## src/logic/encoderPkg.sv

```systemverilog
package encoderPkg;

	//////////////////////////////
	// Stage units

	localparam int stageCount = 16;

	typedef enum logic [3:0] {
		stageAutocorr,
		stageLagWindow,
		stageLevinson,
		stageAzToLsp,
		stageLspQuantizer,
		stageLpcInterp,
		stageQlpcInterp,
		stageFrameMath1,
		stagePercVar,
		stageWeightAz,
		stageResidual,
		stageSynthFilter,
		stagePitchOpenLoop,
		stageFrameMath2,
		stageSubframeMath3,
		stagePitchFraction
	} stageId_t;

	typedef logic [stageCount-1:0] stageMask_t;     // One bit per stage unit

	//////////////////////////////
	// Datapath registers

	localparam int regCount = 9;

	typedef enum logic [3:0] {
		regPitchOpenLoop,
		regPitchMin,
		regPitchMax,
		regLpcAddr,
		regQlpcAddr,
		regGammaIndex,
		regSubframeIndex,
		regPitchInt,
		regPitchFrac
	} coderReg_t;

	typedef logic [regCount-1:0] regMask_t;         // Load or clear strobe per register

	//////////////////////////////
	// Arithmetic mux and framing

	typedef logic [4:0] muxStep_t;                  // Steps 0 to 29
	typedef logic [15:0] subframeIndex_t;

	localparam subframeIndex_t frameLength = 16'd80;        // Samples per frame
	localparam logic [1:0] framesPerAnalysis = 2'd2;
	localparam muxStep_t loopFirstStep = 5'd19;             // Steps below belong to the frame level

	//////////////////////////////
	// State machines

	typedef enum logic [1:0] {
		lpcIdle,
		lpcWaitFrame,
		lpcBusy,
		lpcPairGap
	} lpcState_t;

	typedef enum logic [2:0] {
		sfIdle,
		sfTest,
		sfBusy,
		sfPairGap,
		sfAdvance,
		sfDone
	} subframeState_t;

	typedef enum logic {
		gateIdle,
		gateArmed
	} gateState_t;

endpackage

```

## src/logic/frameArrivalGate.sv

```systemverilog
module frameArrivalGate
(
	input logic clock,
	input logic reset,
	input logic start,
	input logic frameDone,
	output logic frameReady
);

	encoderPkg::gateState_t state;
	encoderPkg::gateState_t nextState;
	logic [1:0] frameCount;                 // Frame-done pulses since the last release
	logic armed;

	assign armed = (state == encoderPkg::gateArmed);

	// Release autocorrelation once a full analysis window has arrived
	assign frameReady = armed && (frameCount == encoderPkg::framesPerAnalysis);

	always_comb
	begin
		nextState = state;
		case (state)
			encoderPkg::gateIdle:
			begin
				if (start)
					nextState = encoderPkg::gateArmed;      // First start arms for good
			end
			encoderPkg::gateArmed:
			begin
				nextState = encoderPkg::gateArmed;
			end
			default:
			begin
				nextState = encoderPkg::gateIdle;
			end
		endcase
	end

	always_ff @(posedge clock)
	begin
		if (reset)
			state <= encoderPkg::gateIdle;
		else
			state <= nextState;
	end

	always_ff @(posedge clock)
	begin
		if (reset)
			frameCount <= 2'd0;
		else if (frameReady)
			frameCount <= 2'd0;                     // A pulse in this cycle is dropped
		else if (armed && frameDone)
			frameCount <= frameCount + 2'd1;
	end

	countBound: assert property (@(posedge clock) disable iff (reset)
		frameCount <= encoderPkg::framesPerAnalysis);

endmodule

```

## src/logic/lpcAnalysisSequencer.sv

```systemverilog
module lpcAnalysisSequencer
(
	input logic clock,
	input logic reset,
	input logic start,
	input logic divErr,
	input logic frameReady,
	input encoderPkg::stageMask_t stageDone,
	output encoderPkg::stageMask_t stageStart,
	output encoderPkg::muxStep_t mathMuxSel,
	output encoderPkg::regMask_t regLoad,
	output encoderPkg::regMask_t regClear,
	output logic loopStart
);

	encoderPkg::lpcState_t state;
	encoderPkg::lpcState_t nextState;
	encoderPkg::muxStep_t stepReg;           // Step of the call in flight
	encoderPkg::muxStep_t nextStep;
	encoderPkg::muxStep_t followStep;
	encoderPkg::stageId_t waitStage;
	encoderPkg::stageId_t followStage;

	//////////////////////////////
	// Frame-level call order

	// Each mux step names one stage call
	function automatic encoderPkg::stageId_t stageOf(input encoderPkg::muxStep_t step);
		case (step)
			5'd0: return encoderPkg::stageAutocorr;
			5'd1: return encoderPkg::stageLagWindow;
			5'd2: return encoderPkg::stageLevinson;
			5'd3: return encoderPkg::stageAzToLsp;
			5'd4: return encoderPkg::stageLspQuantizer;
			5'd5: return encoderPkg::stageLpcInterp;
			5'd6: return encoderPkg::stageQlpcInterp;
			5'd7: return encoderPkg::stageFrameMath1;
			5'd8: return encoderPkg::stagePercVar;
			5'd9, 5'd10: return encoderPkg::stageWeightAz;
			5'd11: return encoderPkg::stageResidual;
			5'd12: return encoderPkg::stageSynthFilter;
			5'd13, 5'd14: return encoderPkg::stageWeightAz;
			5'd15: return encoderPkg::stageResidual;
			5'd16: return encoderPkg::stageSynthFilter;
			5'd17: return encoderPkg::stagePitchOpenLoop;
			5'd18: return encoderPkg::stageFrameMath2;
			default: return encoderPkg::stagePitchFraction;     // Never called at frame level
		endcase
	endfunction

	assign followStep = stepReg + 5'd1;
	assign waitStage = stageOf(stepReg);
	assign followStage = stageOf(followStep);

	//////////////////////////////
	// Sequencing

	always_comb
	begin
		nextState = state;
		nextStep = stepReg;
		stageStart = '0;
		mathMuxSel = '0;
		regLoad = '0;
		regClear = '0;
		loopStart = 1'b0;
		case (state)
			encoderPkg::lpcIdle:
			begin
				if (start)
					nextState = encoderPkg::lpcWaitFrame;
				else
					regClear = '1;                          // Hold every register cleared
			end
			encoderPkg::lpcWaitFrame:
			begin
				if (frameReady)
				begin
					stageStart[encoderPkg::stageAutocorr] = 1'b1;
					nextStep = 5'd0;
					nextState = encoderPkg::lpcBusy;
				end
			end
			encoderPkg::lpcBusy:
			begin
				mathMuxSel = stepReg;                       // Held while the stage runs
				if (stageDone[waitStage])
				begin
					if (waitStage == encoderPkg::stageFrameMath2)
					begin
						regLoad[encoderPkg::regPitchMin] = 1'b1;
						regLoad[encoderPkg::regPitchMax] = 1'b1;
						regLoad[encoderPkg::regLpcAddr] = 1'b1;
						regLoad[encoderPkg::regQlpcAddr] = 1'b1;
						regClear[encoderPkg::regGammaIndex] = 1'b1;
						loopStart = 1'b1;                   // Hand off to the subframe loop
						nextState = encoderPkg::lpcIdle;
					end
					else if (followStage == waitStage)
					begin
						nextStep = followStep;              // Second call of a pair waits a cycle
						nextState = encoderPkg::lpcPairGap;
					end
					else
					begin
						nextStep = followStep;
						mathMuxSel = followStep;
						stageStart[followStage] = 1'b1;
					end
					if (waitStage == encoderPkg::stagePitchOpenLoop)
						regLoad[encoderPkg::regPitchOpenLoop] = 1'b1;
				end
			end
			encoderPkg::lpcPairGap:
			begin
				mathMuxSel = stepReg;
				stageStart[waitStage] = 1'b1;
				nextState = encoderPkg::lpcBusy;
			end
			default:
			begin
				nextState = encoderPkg::lpcIdle;
			end
		endcase
		if (divErr)
			nextState = encoderPkg::lpcIdle;            // Abort the frame
	end

	always_ff @(posedge clock)
	begin
		if (reset)
		begin
			state <= encoderPkg::lpcIdle;
			stepReg <= '0;
		end
		else
		begin
			state <= nextState;
			stepReg <= nextStep;
		end
	end

	startOneHot: assert property (@(posedge clock) disable iff (reset) $onehot0(stageStart));

	noLoopInIdle: assert property (@(posedge clock) disable iff (reset)
		(state == encoderPkg::lpcIdle && start) |-> !loopStart);

endmodule

```

## src/logic/subframeSequencer.sv

```systemverilog
module subframeSequencer
(
	input logic clock,
	input logic reset,
	input logic divErr,
	input logic loopStart,
	input encoderPkg::subframeIndex_t subframeIndex,
	input encoderPkg::stageMask_t stageDone,
	output encoderPkg::stageMask_t stageStart,
	output encoderPkg::muxStep_t mathMuxSel,
	output encoderPkg::regMask_t regLoad,
	output encoderPkg::regMask_t regClear,
	output logic frameComplete
);

	encoderPkg::subframeState_t state;
	encoderPkg::subframeState_t nextState;
	encoderPkg::muxStep_t stepReg;
	encoderPkg::muxStep_t nextStep;
	encoderPkg::muxStep_t followStep;
	encoderPkg::stageId_t waitStage;
	encoderPkg::stageId_t followStage;

	//////////////////////////////
	// Subframe call order

	function automatic encoderPkg::stageId_t stageOf(input encoderPkg::muxStep_t step);
		case (step)
			5'd19, 5'd20: return encoderPkg::stageWeightAz;
			5'd21: return encoderPkg::stageSubframeMath3;
			5'd22, 5'd23: return encoderPkg::stageSynthFilter;
			5'd24: return encoderPkg::stageResidual;
			5'd25: return encoderPkg::stageSynthFilter;
			5'd26: return encoderPkg::stageResidual;
			5'd27: return encoderPkg::stageSynthFilter;
			5'd28: return encoderPkg::stagePitchFraction;
			default: return encoderPkg::stageAutocorr;      // Not part of the loop
		endcase
	endfunction

	assign followStep = stepReg + 5'd1;
	assign waitStage = stageOf(stepReg);
	assign followStage = stageOf(followStep);

	//////////////////////////////
	// Loop control

	always_comb
	begin
		nextState = state;
		nextStep = stepReg;
		stageStart = '0;
		mathMuxSel = '0;
		regLoad = '0;
		regClear = '0;
		frameComplete = 1'b0;
		case (state)
			encoderPkg::sfIdle:
			begin
				if (loopStart)
					nextState = encoderPkg::sfTest;
			end
			encoderPkg::sfTest:
			begin
				if (subframeIndex < encoderPkg::frameLength)
				begin
					mathMuxSel = encoderPkg::loopFirstStep;
					stageStart[stageOf(encoderPkg::loopFirstStep)] = 1'b1;
					nextStep = encoderPkg::loopFirstStep;
					nextState = encoderPkg::sfBusy;
				end
				else
				begin
					regClear[encoderPkg::regSubframeIndex] = 1'b1;     // Frame covered
					regClear[encoderPkg::regGammaIndex] = 1'b1;
					nextState = encoderPkg::sfDone;
				end
			end
			encoderPkg::sfBusy:
			begin
				mathMuxSel = stepReg;
				if (stageDone[waitStage])
				begin
					nextStep = followStep;
					if (waitStage == encoderPkg::stagePitchFraction)
					begin
						mathMuxSel = followStep;            // Shows the last step
						regLoad[encoderPkg::regSubframeIndex] = 1'b1;
						regLoad[encoderPkg::regPitchInt] = 1'b1;
						regLoad[encoderPkg::regPitchFrac] = 1'b1;
						nextState = encoderPkg::sfAdvance;
					end
					else if (followStage == waitStage)
						nextState = encoderPkg::sfPairGap;
					else
					begin
						mathMuxSel = followStep;
						stageStart[followStage] = 1'b1;
					end
					if (waitStage == encoderPkg::stageSubframeMath3)
						regLoad[encoderPkg::regGammaIndex] = 1'b1;
				end
			end
			encoderPkg::sfPairGap:
			begin
				mathMuxSel = stepReg;
				stageStart[waitStage] = 1'b1;
				nextState = encoderPkg::sfBusy;
			end
			encoderPkg::sfAdvance:
			begin
				// Step the filter coefficient pointers to the next subframe
				regLoad[encoderPkg::regLpcAddr] = 1'b1;
				regLoad[encoderPkg::regQlpcAddr] = 1'b1;
				nextState = encoderPkg::sfTest;
			end
			encoderPkg::sfDone:
			begin
				frameComplete = 1'b1;
				nextState = encoderPkg::sfIdle;
			end
			default:
			begin
				nextState = encoderPkg::sfIdle;
			end
		endcase
		if (divErr)
			nextState = encoderPkg::sfIdle;
	end

	always_ff @(posedge clock)
	begin
		if (reset)
		begin
			state <= encoderPkg::sfIdle;
			stepReg <= '0;
		end
		else
		begin
			state <= nextState;
			stepReg <= nextStep;
		end
	end

	startOneHot: assert property (@(posedge clock) disable iff (reset) $onehot0(stageStart));

endmodule

```

## src/logic/encoderController.sv

```systemverilog
module encoderController
(
	input logic clock,
	input logic reset,
	input logic start,
	input logic divErr,
	input logic frameDone,
	input encoderPkg::stageMask_t stageDone,
	input encoderPkg::subframeIndex_t subframeIndex,
	output encoderPkg::stageMask_t stageStart,
	output encoderPkg::muxStep_t mathMuxSel,
	output encoderPkg::regMask_t regLoad,
	output encoderPkg::regMask_t regClear,
	output logic frameComplete
);

	logic frameReady;
	logic loopStart;
	encoderPkg::stageMask_t lpcStageStart;
	encoderPkg::stageMask_t loopStageStart;
	encoderPkg::muxStep_t lpcMuxSel;
	encoderPkg::muxStep_t loopMuxSel;
	encoderPkg::regMask_t lpcRegLoad;
	encoderPkg::regMask_t loopRegLoad;
	encoderPkg::regMask_t lpcRegClear;
	encoderPkg::regMask_t loopRegClear;

	frameArrivalGate gate
	(
		.clock(clock),
		.reset(reset),
		.start(start),
		.frameDone(frameDone),
		.frameReady(frameReady)
	);

	lpcAnalysisSequencer lpcSeq
	(
		.clock(clock),
		.reset(reset),
		.start(start),
		.divErr(divErr),
		.frameReady(frameReady),
		.stageDone(stageDone),
		.stageStart(lpcStageStart),
		.mathMuxSel(lpcMuxSel),
		.regLoad(lpcRegLoad),
		.regClear(lpcRegClear),
		.loopStart(loopStart)
	);

	subframeSequencer loopSeq
	(
		.clock(clock),
		.reset(reset),
		.divErr(divErr),
		.loopStart(loopStart),
		.subframeIndex(subframeIndex),
		.stageDone(stageDone),
		.stageStart(loopStageStart),
		.mathMuxSel(loopMuxSel),
		.regLoad(loopRegLoad),
		.regClear(loopRegClear),
		.frameComplete(frameComplete)
	);

	// Idle sequencer drives zeros so a plain OR merges them
	assign stageStart = lpcStageStart | loopStageStart;
	assign mathMuxSel = lpcMuxSel | loopMuxSel;
	assign regLoad = lpcRegLoad | loopRegLoad;
	assign regClear = lpcRegClear | loopRegClear;

	singleOwner: assert property (@(posedge clock) disable iff (reset)
		!((|lpcStageStart) && (|loopStageStart)));

endmodule

```

## config.mk

```make
export PLATFORM = sky130hd
export DESIGN_NAME = encoderController
export DESIGN_NICKNAME = d
export VERILOG_FILES = /design/src/logic/encoderPkg.sv /design/src/logic/frameArrivalGate.sv /design/src/logic/lpcAnalysisSequencer.sv /design/src/logic/subframeSequencer.sv /design/src/logic/encoderController.sv
export SDC_FILE = /design/constraint.sdc
export NUM_CORES = 1
export LEC_CHECK = 0
export ABC_CLOCK_PERIOD_IN_PS = 5000
export BUFFER_PORTS_ARGS = -buffer_cell sky130_fd_sc_hd__buf_2
export CAP_MARGIN = 15
export CORE_AREA = 3 3 84 86
export DETAILED_ROUTE_END_ITERATION = 8
export DIE_AREA = 0 0 87 89
export PLACE_DENSITY = 0.8
export REMOVE_ABC_BUFFERS = 1
export SKIP_LAST_GASP = 1
export SLEW_MARGIN = 20
export SYNTH_ARGS = -nofsm -noshare
export SYNTH_HDL_FRONTEND = slang
export SYNTH_SLANG_ARGS = --single-unit
export TNS_END_PERCENT = 1
```

## constraint.sdc

```tcl
create_clock -name clock -period 5 [get_ports clock]
set_input_delay 1.5 -clock clock [delete_from_list [all_inputs] [get_ports clock]]
set_output_delay 1.5 -clock clock [all_outputs]
set_load 0.02 [all_outputs]
```

# [Word level (Yosys, flattened, before mapping)]
# Memory sizes are Yosys's and may differ from the RTL's. A register that Yosys moved wholly into a read port is not among the register bits.
# Cells that the tools add are included.
[word_totals] ramBits=0 output_inout_bits=40 latch_bits=0 word_cells=145 inputBits=37 mem_count=4 reg_bits=18 romBits=512
[classes] mul=0 addsub=3 eq_ne=24 div_mod_pow=0 bitwise_logic=5 shift=0 n_mux=78 n_reduce_logical=16 magnitude_cmp=9
[memory_table] name="(no name shown)" depth=32 word_bits=4 rd=1 rd_clocked_by_memory_dff=0 write_ports=0 line="subframeSequencer.sv:28" text="case (step)"
[memory_table] name="(no name shown)" depth=32 word_bits=4 rd=1 rd_clocked_by_memory_dff=1 write_ports=0 line="subframeSequencer.sv:28"
[memory_table] name="(no name shown)" depth=32 word_bits=4 rd=1 rd_clocked_by_memory_dff=0 write_ports=0 line="lpcAnalysisSequencer.sv:29" text="case (step)"
[memory_table] name="(no name shown)" depth=32 word_bits=4 rd=1 rd_clocked_by_memory_dff=1 write_ports=0 line="lpcAnalysisSequencer.sv:29"
[op_table] op="16-bit two-way mux" n=6
[op_table] op="5-bit two-way mux" n=19
[op_table] op="15-bit case mux with 2 select lines" n=1
[op_table] op="5-bit case mux with 2 select lines" n=3
[op_table] op="3-bit two-way mux" n=7
[op_table] op="4-bit by 5-bit < comparator with 1-bit output, second input constant" n=4
[op_table] op="9-bit case mux with 2 select lines" n=1
[op_table] op="1-bit demux with 4-bit select" n=4
[op_table] op="4-bit == test, second input constant" n=4
[op_table] op="4-bit by 1-bit >= comparator with 1-bit output, second input constant" n=4
[op_table] op="16-bit by 7-bit < comparator with 1-bit output, second input constant" n=1
[op_table] op="2-bit two-way mux" n=8
[op_table] op="16-bit OR" n=1
[op_table] op="1-bit two-way mux" n=15
[op_table] op="3-bit case mux with 5 select lines" n=1
[op_table] op="5-bit case mux with 3 select lines" n=1
[op_table] op="4-bit two-way mux" n=3
[op_table] op="6-bit case mux with 2 select lines" n=1
[op_table] op="5-bit by 1-bit adder with 5-bit output, second input constant" n=2
[op_table] op="9-bit two-way mux" n=1
[op_table] op="5-bit by 9-bit OR with 9-bit output" n=1
[op_table] op="9-bit by 7-bit OR with 9-bit output" n=1
[op_table] op="1-bit binary-select mux with 4-bit select" n=2
[op_table] op="4-bit == test" n=2
[op_table] op="21 further kinds" n=42

# [Logic depth before layout (Yosys ltp)]
# Gate-level depths: netlist of run 1.
# An unclocked memory read counts as a cell.
[logic_depth] depth_word=11 mapped_depth=13 depth_no_buf=11

# [Hierarchy]
# A second synthesis of run 1 with hierarchy kept.
[unflattened] hier_cells=561 hier_area_um2=4070.2
[modules_own_cells] mod="lpcAnalysisSequencer" instances=1 area_each_um2=1998.2 cells_per_inst=276 seq_area_each_um2=220.2
[modules_own_cells] mod="subframeSequencer" instances=1 area_each_um2=1680.4 cells_per_inst=231 seq_area_each_um2=240.2
[modules_own_cells] mod="encoderController" instances=1 area_each_um2=244.0 cells_per_inst=39 seq_area_each_um2=0.0
[modules_own_cells] mod="frameArrivalGate" instances=1 area_each_um2=147.6 cells_per_inst=15 seq_area_each_um2=60.1

# [Worst setup path after synthesis of run 1]
# OpenSTA, ideal clock, no wires.
[synth_timing] path_type="input to output" startpoint="in stageDone[15]" endpoint="out mathMuxSel[4]" required_time_ps=3500 path_buffers=0 slack_ps=22 arrival_time_ps=3478 path_stages=8 path_cell_list="mux2_2 a2bb2o_1 or3_4 and2_1 or2_2 nor3_1 xnor2_1 o221ai_1"
[synth_between] elab_chain_cells=5 word_cells_on_any_way=9 classes_between="8 x mux; 1 x bitwise"
[synth_lines] item="from (decl)" line="encoderController.sv:8" text="input encoderPkg::stageMask_t stageDone,"
[synth_lines] item="1-bit binary-select mux with 4-bit select, on equally long branches" line="subframeSequencer.sv:82, lpcAnalysisSequencer.sv:87"
[synth_lines] item="1-bit two-way mux, on equally long branches" line="subframeSequencer.sv:82, lpcAnalysisSequencer.sv:87"
[synth_lines] item="5-bit two-way mux, on equally long branches" line="subframeSequencer.sv:82, lpcAnalysisSequencer.sv:87"
[synth_lines] item="5-bit case mux with 3 select lines or 5-bit case mux with 2 select lines (tied branches)" line="subframeSequencer.sv:57, lpcAnalysisSequencer.sv:67"
[synth_lines] item="5-bit OR (*)" line="encoderController.sv:69" text="assign mathMuxSel = lpcMuxSel | loopMuxSel;"
[synth_lines] item="to (decl)" line="encoderController.sv:11" text="output encoderPkg::muxStep_t mathMuxSel,"
# Mark *: on every way between the ends. The rest lies on a longest branch, timed or not. The select of a mux whose other input is x is not followed.

# [Worst setup path after layout of run 1]
[layout_timing] startpoint="in stageDone[15]" endpoint="out mathMuxSel[2]"
# Same word-level chain as after synthesis.

==> results of run 1 <==
[through the flow]
step | cell area (um2) | total power [W] | TNS (ns) | instances
3_3_place_gp | 3910 | 0.000287 | -1.30 | 601
3_5_place_dp | 3910 | 0.000289 | -2.17 | 601
6_report | 4230 | 0.000471 | -0.139 | 609
5_1_grt | 4230 | 0.000488 | -0.700 | 609
4_1_cts | 4110 | 0.000470 | -0.0813 | 608
2_1_floorplan | 3290 | 0.000256 | -8.60 | 430
[worst min-delay path by stage]
| stage | end | slack (ns) | startpoint |
|---|---|---|---|
| 2_1_floorplan | gate.frameCount[1]$_SDFFE_PP0P_ | 0.46 | gate.frameCount[1]$_SDFFE_PP0P_ |
| 3_3_place_gp | gate.frameCount[1]$_SDFFE_PP0P_ | 0.47 | gate.frameCount[1]$_SDFFE_PP0P_ |
| 3_5_place_dp | gate.frameCount[1]$_SDFFE_PP0P_ | 0.50 | gate.frameCount[1]$_SDFFE_PP0P_ |
| 4_1_cts | gate.frameCount[1]$_SDFFE_PP0P_ | 0.52 | gate.frameCount[1]$_SDFFE_PP0P_ |
| 5_1_grt | gate.frameCount[0]$_SDFFE_PP0P_ | 0.57 | gate.frameCount[0]$_SDFFE_PP0P_ |
| 6_report | gate.frameCount[1]$_SDFFE_PP0P_ | 0.51 | gate.frameCount[1]$_SDFFE_PP0P_ |
[power groups by stage]
stage	sequential (W)	clock (W)	combinational (W)
floorplan	0.000217	0	0.0000394
global placement	0.000217	0	0.0000698
detailed placement	0.000218	0	0.0000718
CTS	0.000213	0.000181	0.0000771
global route	0.000213	0.000189	0.0000854
finish	0.000213	0.000179	0.0000799
[area by class of cell]
class	count	area, um2
clock buffers	3	41.3
inverters	24	90.1
multi-input cells	380	2860
repair buffers	98	581
flip-flops and latches	26	524
clock inverters	1	30.0
fillers	549	2120
well taps	77	96.3
[what timing repair did]
action                     CTS  global route
pin swaps                   12             8
hold endpoints to repair     0             0
resized for setup           27            21
setup buffers                3             1
gates cloned                 0             0
setup endpoints to repair   19            21
[sequential cells by signal (all words and copies together), names as in the netlist]
register	cells
loopSeq.stepReg	5
lpcSeq.stepReg	5
loopSeq.waitStage	4
lpcSeq.waitStage	4
loopSeq.state	3
gate.frameCount	2
lpcSeq.state	2
gate.armed	1
[layer usage]
layer  vias to the layer above  wire length (um)
li1                       1872                 -
met1                      1814              4630
met2                       245              4950
met3                        26              1060
met4                         0               223
met5                         -                 0
[critical path: stages]
cell and delay, ns:
buf_2 0.11, mux4_2 0.49, mux4_2 0.56, nand2_2 0.10, a41oi_2 0.06, buf_4 0.21
a21oi_1 0.22, o22ai_2 0.13, buf_6 0.16
[cells by family after synthesis]
logic type,Yosys count,synth area share [%]
compound gates,129,27.1
xor+xnor,23,5.72
fa+ha+maj,16,5.68
buf+inv,63,9.16
flops,26,14.8
mux,25,9.94
simple gates,187,27.6
[layout by cell type, fill, tap and decap left out, types with 4 or more instances in the layout]
master / Yosys / layout
buf_2: 9 / 65
nor2_1: 44 / 44
nand2_1: 43 / 42
buf_4: 14 / 31
o21ai_0: 24 / 23
dfxtp_1: 26 / 23
inv_1: 22 / 22
nand2b_1: 17 / 17
nor3_1: 18 / 15
ha_1: 16 / 15
a21oi_1: 14 / 13
xnor2_1: 15 / 13
mux2i_1: 11 / 10
nand3_1: 10 / 9
o221ai_2: 0 / 9
xor2_1: 8 / 8
nand4_1: 8 / 8
mux4_2: 7 / 7
and3_1: 7 / 7
nor2b_1: 8 / 7
a32oi_1: 7 / 7
a211oi_1: 6 / 6
a221oi_1: 6 / 6
o221ai_1: 15 / 6
mux2_2: 5 / 5
and2_1: 7 / 5
a31oi_1: 6 / 5
a21o_1: 4 / 4
o21ai_1: 3 / 4
a22oi_1: 4 / 4
==> flow_summary.toml, run 1 <==
[yosys]
synth_area_mm2 = 0.00352
ys.warnings.count = 0
synth-edff-count = 0
avgSynthCellArea_um2 = 7.51
synth_top_area_share_pct = 14.8
seq_area_frac_synth_pct = 14.8
synthTopCellsByCount = "44 x nor2_1, 43 x nand2_1, 26 x dfxtp_1"
synth_area_leaders = "dfxtp_1 15%, ha_1 5.7%, nor2_1 4.7%, nand2_1 4.6%, mux4_2 4.5%"
ys_ff_latch = 26
syn_inst = 469
netlist.top_cell.by_area = "dfxtp_1"
yosysMostFrequentCell = "nor2_1"
synthArstFlopShare_pct = 0
synth_flop_cell = "dfxtp_1"
synth_cell_types = 74

[clock_network]
h-tree-depth = 1
clkLatencyLatePin_ns = 0.28
holdBufCountCts = 0
cts_buffers = 3
cts_root_buf = "clkbuf_8"
cts_buffer_depth = 2
numClockSinks = 26
cts_tree = "yes"
clkTransAtPathRegs_ns = 0.10

[drt]
dr.first_iter.drc_count = 396
vias = 3957
first_pass_iters = 5
drc = 0
viasPerCell = 6.50
postRouteAntennaNets = 0
routed_wl_mm = 10.9
wl_per_cell_um = 17.8

[power_and_ir_drop]
p_clk_share_pct = 37.9
pwr-share-seq_pct = 45.1
ir_drop_v = 0.000107
combPwrFrac_pct = 17.0
p_sw_w = 0.000119
netSwitchingFraction_pct = 25.2
internal-power_w = 0.000353
power_density_mw_per_mm2 = 112
p_leak_nw = 1.70

[global_routing]
use_met1_pct = 37.3
grt_pass1_vias = 3632
antenna_found_initial = 0
use_met3_pct = 3.23
grt_max_degree = 18
grt_pass1_wl_mm = 17.3
top_usage_layer = "met2"
grtUsageTotal_pct = 27.4
gr-total-overflow = 0
grtUsageMet2_pct = 44.6

[die]
io_pins = 77
start_util_pct = 55.5
die_w_um = 87
rows = 29
die_h_um = 89
core_area_mm2 = 0.00635
die-area_mm2 = 0.00774

[min_path]
hold_path.class = "flip-flop to flip-flop"
hold_depth = 2

[layout]
diodes = 0
nets = 586
area_growth_pct = 20.0
layout-drive-gt1-share_pct = 31.2
utilization_pct = 66.6

[timing]
hold_viol = 0
finalCritPeriodShare_pct = 101
worst_slack_ns = -0.0514
finalSetupViolCount = 10
slew_viol_final = 0
hold_ws_ns = 0.513
maxClockFrequency_mhz = 198
slew_headroom_pct = 54.0
min_period_ns = 5.05
clock-skew-final_ns = 0.00737
tightest_slew_ns = 0.683
rsz0062_at_grt = "true"

[run]
drv_cap = 0

[placed_design]
gp_congestion = 0.938
pre_cts_ws_ns = -0.202
port_buffers = 72
hpwl_mm = 8.26

[setup_path]
rr_startpoint = "lpcSeq.waitStage[2]$_DFF_P_"
cp.arrival_ns = 3.55
r2r_setup_slack_ns = 1.56
r2r_end = "lpcSeq.waitStage[0]$_DFF_P_"
cp.required_ns = 3.50
crit_path_start_kind = "primary input"
path_class = "primary input to primary output"
end_kind = "primary output"
crit_path_end = "mathMuxSel[2]"
crit_start = "stageDone[15]"
cp_max_fo = 3
reg2reg_depth = 11

[run_status]
violations = "setup timing"
status = "finished with violations"
No activity file was read; power rests on OpenSTA's default activity.
==> inputs of run 2 (changes only) <==
--- a/config.mk
+++ b/config.mk
@@ -8,10 +8,10 @@
 export ABC_CLOCK_PERIOD_IN_PS = 5000
 export BUFFER_PORTS_ARGS = -buffer_cell sky130_fd_sc_hd__buf_2
 export CAP_MARGIN = 15
-export CORE_AREA = 3 3 84 86
+export CORE_AREA = 3 3 105 107
 export DETAILED_ROUTE_END_ITERATION = 8
-export DIE_AREA = 0 0 87 89
-export PLACE_DENSITY = 0.8
+export DIE_AREA = 0 0 108 110
+export MAX_ROUTING_LAYER = met4
 export REMOVE_ABC_BUFFERS = 1
 export SKIP_LAST_GASP = 1
 export SLEW_MARGIN = 20
==> flow_summary.toml, run 2 (same netlist as run 1, synthesis figures left out) <==
[run_status]
status = "finished with violations"
violations = "setup timing"

[clock_network]
clkTransAtPathRegs_ns = 0.09
numClockSinks = 26
cts_buffers = 3
clkLatencyLatePin_ns = 0.27
cts_root_buf = "clkbuf_8"
cts_buffer_depth = 2
h-tree-depth = 1
cts_tree = "yes"
holdBufCountCts = 0

[min_path]
hp-start = "gate.armed$_SDFF_PP0_"
hold_path.class = "flip-flop to flip-flop"

[timing]
clock-skew-final_ns = 0.00128
min_period_ns = 5.04
maxClockFrequency_mhz = 198
worst_slack_ns = -0.0384
hold_viol = 0
tightest_slew_ns = 0.645
fin_tns_setup_ns = -0.109
slew_headroom_pct = 56.7
rsz0062_at_grt = "true"
slew_viol_final = 0
finalSetupViolCount = 6
finalCritPeriodShare_pct = 101

[layout]
top_regs = "loopSeq.stepReg: 5 flops, lpcSeq.stepReg: 5 flops"
final_cell_mix = "60 x buf_2, 44 x nor2_1, 41 x nand2_1"
final_common_cell = "buf_2"
layout-drive-gt1-share_pct = 29.5
diodes = 0
multi_input_area_mm2 = 0.00280
n_fill_cell = 1068
nets = 590
ff_latch_area_um2 = 523
area_growth_pct = 21.2

[drt]
viasPerCell = 5.78
dr.first_iter.drc_count = 336
postRouteAntennaNets = 0
wl_per_cell_um = 16.8
drc = 0
vias = 3882
first_pass_iters = 6
routed_wl_mm = 11.3

[run]
drv_cap = 0

[global_routing]
grt_max_degree = 18
antenna_found_initial = 0
grtUsageTotal_pct = 19.0
grt_pass1_wl_mm = 17.8
grt_pass1_vias = 3549
gr-total-overflow = 0

[die]
die_w_um = 108
core_area_mm2 = 0.0102
io_pins = 77
start_util_pct = 34.4
die-area_mm2 = 0.0119
rows = 37
die_h_um = 110

[power_and_ir_drop]
ir_drop_v = 0.0000732
total_power_w = 0.000432
power_density_mw_per_mm2 = 101
p_leak_nw = 1.71

[setup_path]
path_class = "primary input to primary output"
cp_max_fo = 2
crit_path_start_kind = "primary input"
cp.required_ns = 3.50
end_kind = "primary output"
cp.arrival_ns = 3.54
crit_start = "stageDone[15]"
rr_startpoint = "lpcSeq.waitStage[1]$_DFF_P_"

[placed_design]
hpwl_mm = 8.94
gp_congestion = 0.957
port_buffers = 72
[run 2: path summary, 6_finish.rpt]
kind	end	slack (ns)	cells past startpoint
worst max-delay path	mathMuxSel[4]	-0.04	9
worst min-delay path	gate.armed$_SDFF_PP0_	0.52	2
worst min register to register	gate.armed$_SDFF_PP0_	0.52	2
worst max register to register	lpcSeq.waitStage[1]$_DFF_P_	1.52	13
[run 2: cell type report]
class	count	share of cell area, %
clock buffer	4	1.29
timing repair buffer	102	14.9
multi-input combinational	380	65.4
sequential	26	12.2
inverter	24	2.11
tap	136	3.98
[run 2: report_power, final]
group / leakage, nW / internal [W] / switching (W)
clock: 0.0288 / 0.0000705 / 0.0000681
sequential: 0.211 / 0.000209 / 0.00000356
combinational: 1.47 / 0.0000379 / 0.0000424
total: 1.71 / 0.000318 / 0.000114
[run 2: worst max-delay path, cell delays in order]
cell and delay [ns]:
buf_2 0.11, mux4_2 0.47, mux4_2 0.56, nand2_2 0.10, a41oi_2 0.05, nor2b_1 0.19, xnor2_1 0.14, o221ai_1 0.23
buf_4 0.19
[run 2: what timing repair did]
action | in CTS | in global routing
pin swaps | 5 | 14
setup endpoints to repair | 18 | 21
buffers inserted | 1 | 1
resized for setup | 19 | 21
[run 2: metal layers]
layer / global-route usage (%) / up-vias / routed length (um)
met5: - / - / 0
met4: 3.61 / 0 / 92
li1: - / 1877 / -
met1: 27.4 / 1836 / 5470
met3: 2.74 / 6 / 827
met2: 28.4 / 163 / 4910
[run 2: metrics by stage]
stage / utilization (%) / hold WS, ns / cell area (um2) / setup WS [ns] / instances
3_3_place_gp: 39.4 / 0.476 / 4030 / -0.180 / 666
3_5_place_dp: 39.4 / 0.506 / 4030 / -0.200 / 666
5_1_grt: 41.8 / 0.548 / 4270 / -0.0955 / 672
4_1_cts: 40.7 / 0.521 / 4160 / -0.0393 / 671
6_report: 41.8 / 0.518 / 4270 / -0.0384 / 672
2_1_floorplan: - / 0.461 / 3290 / -1.40 / 430
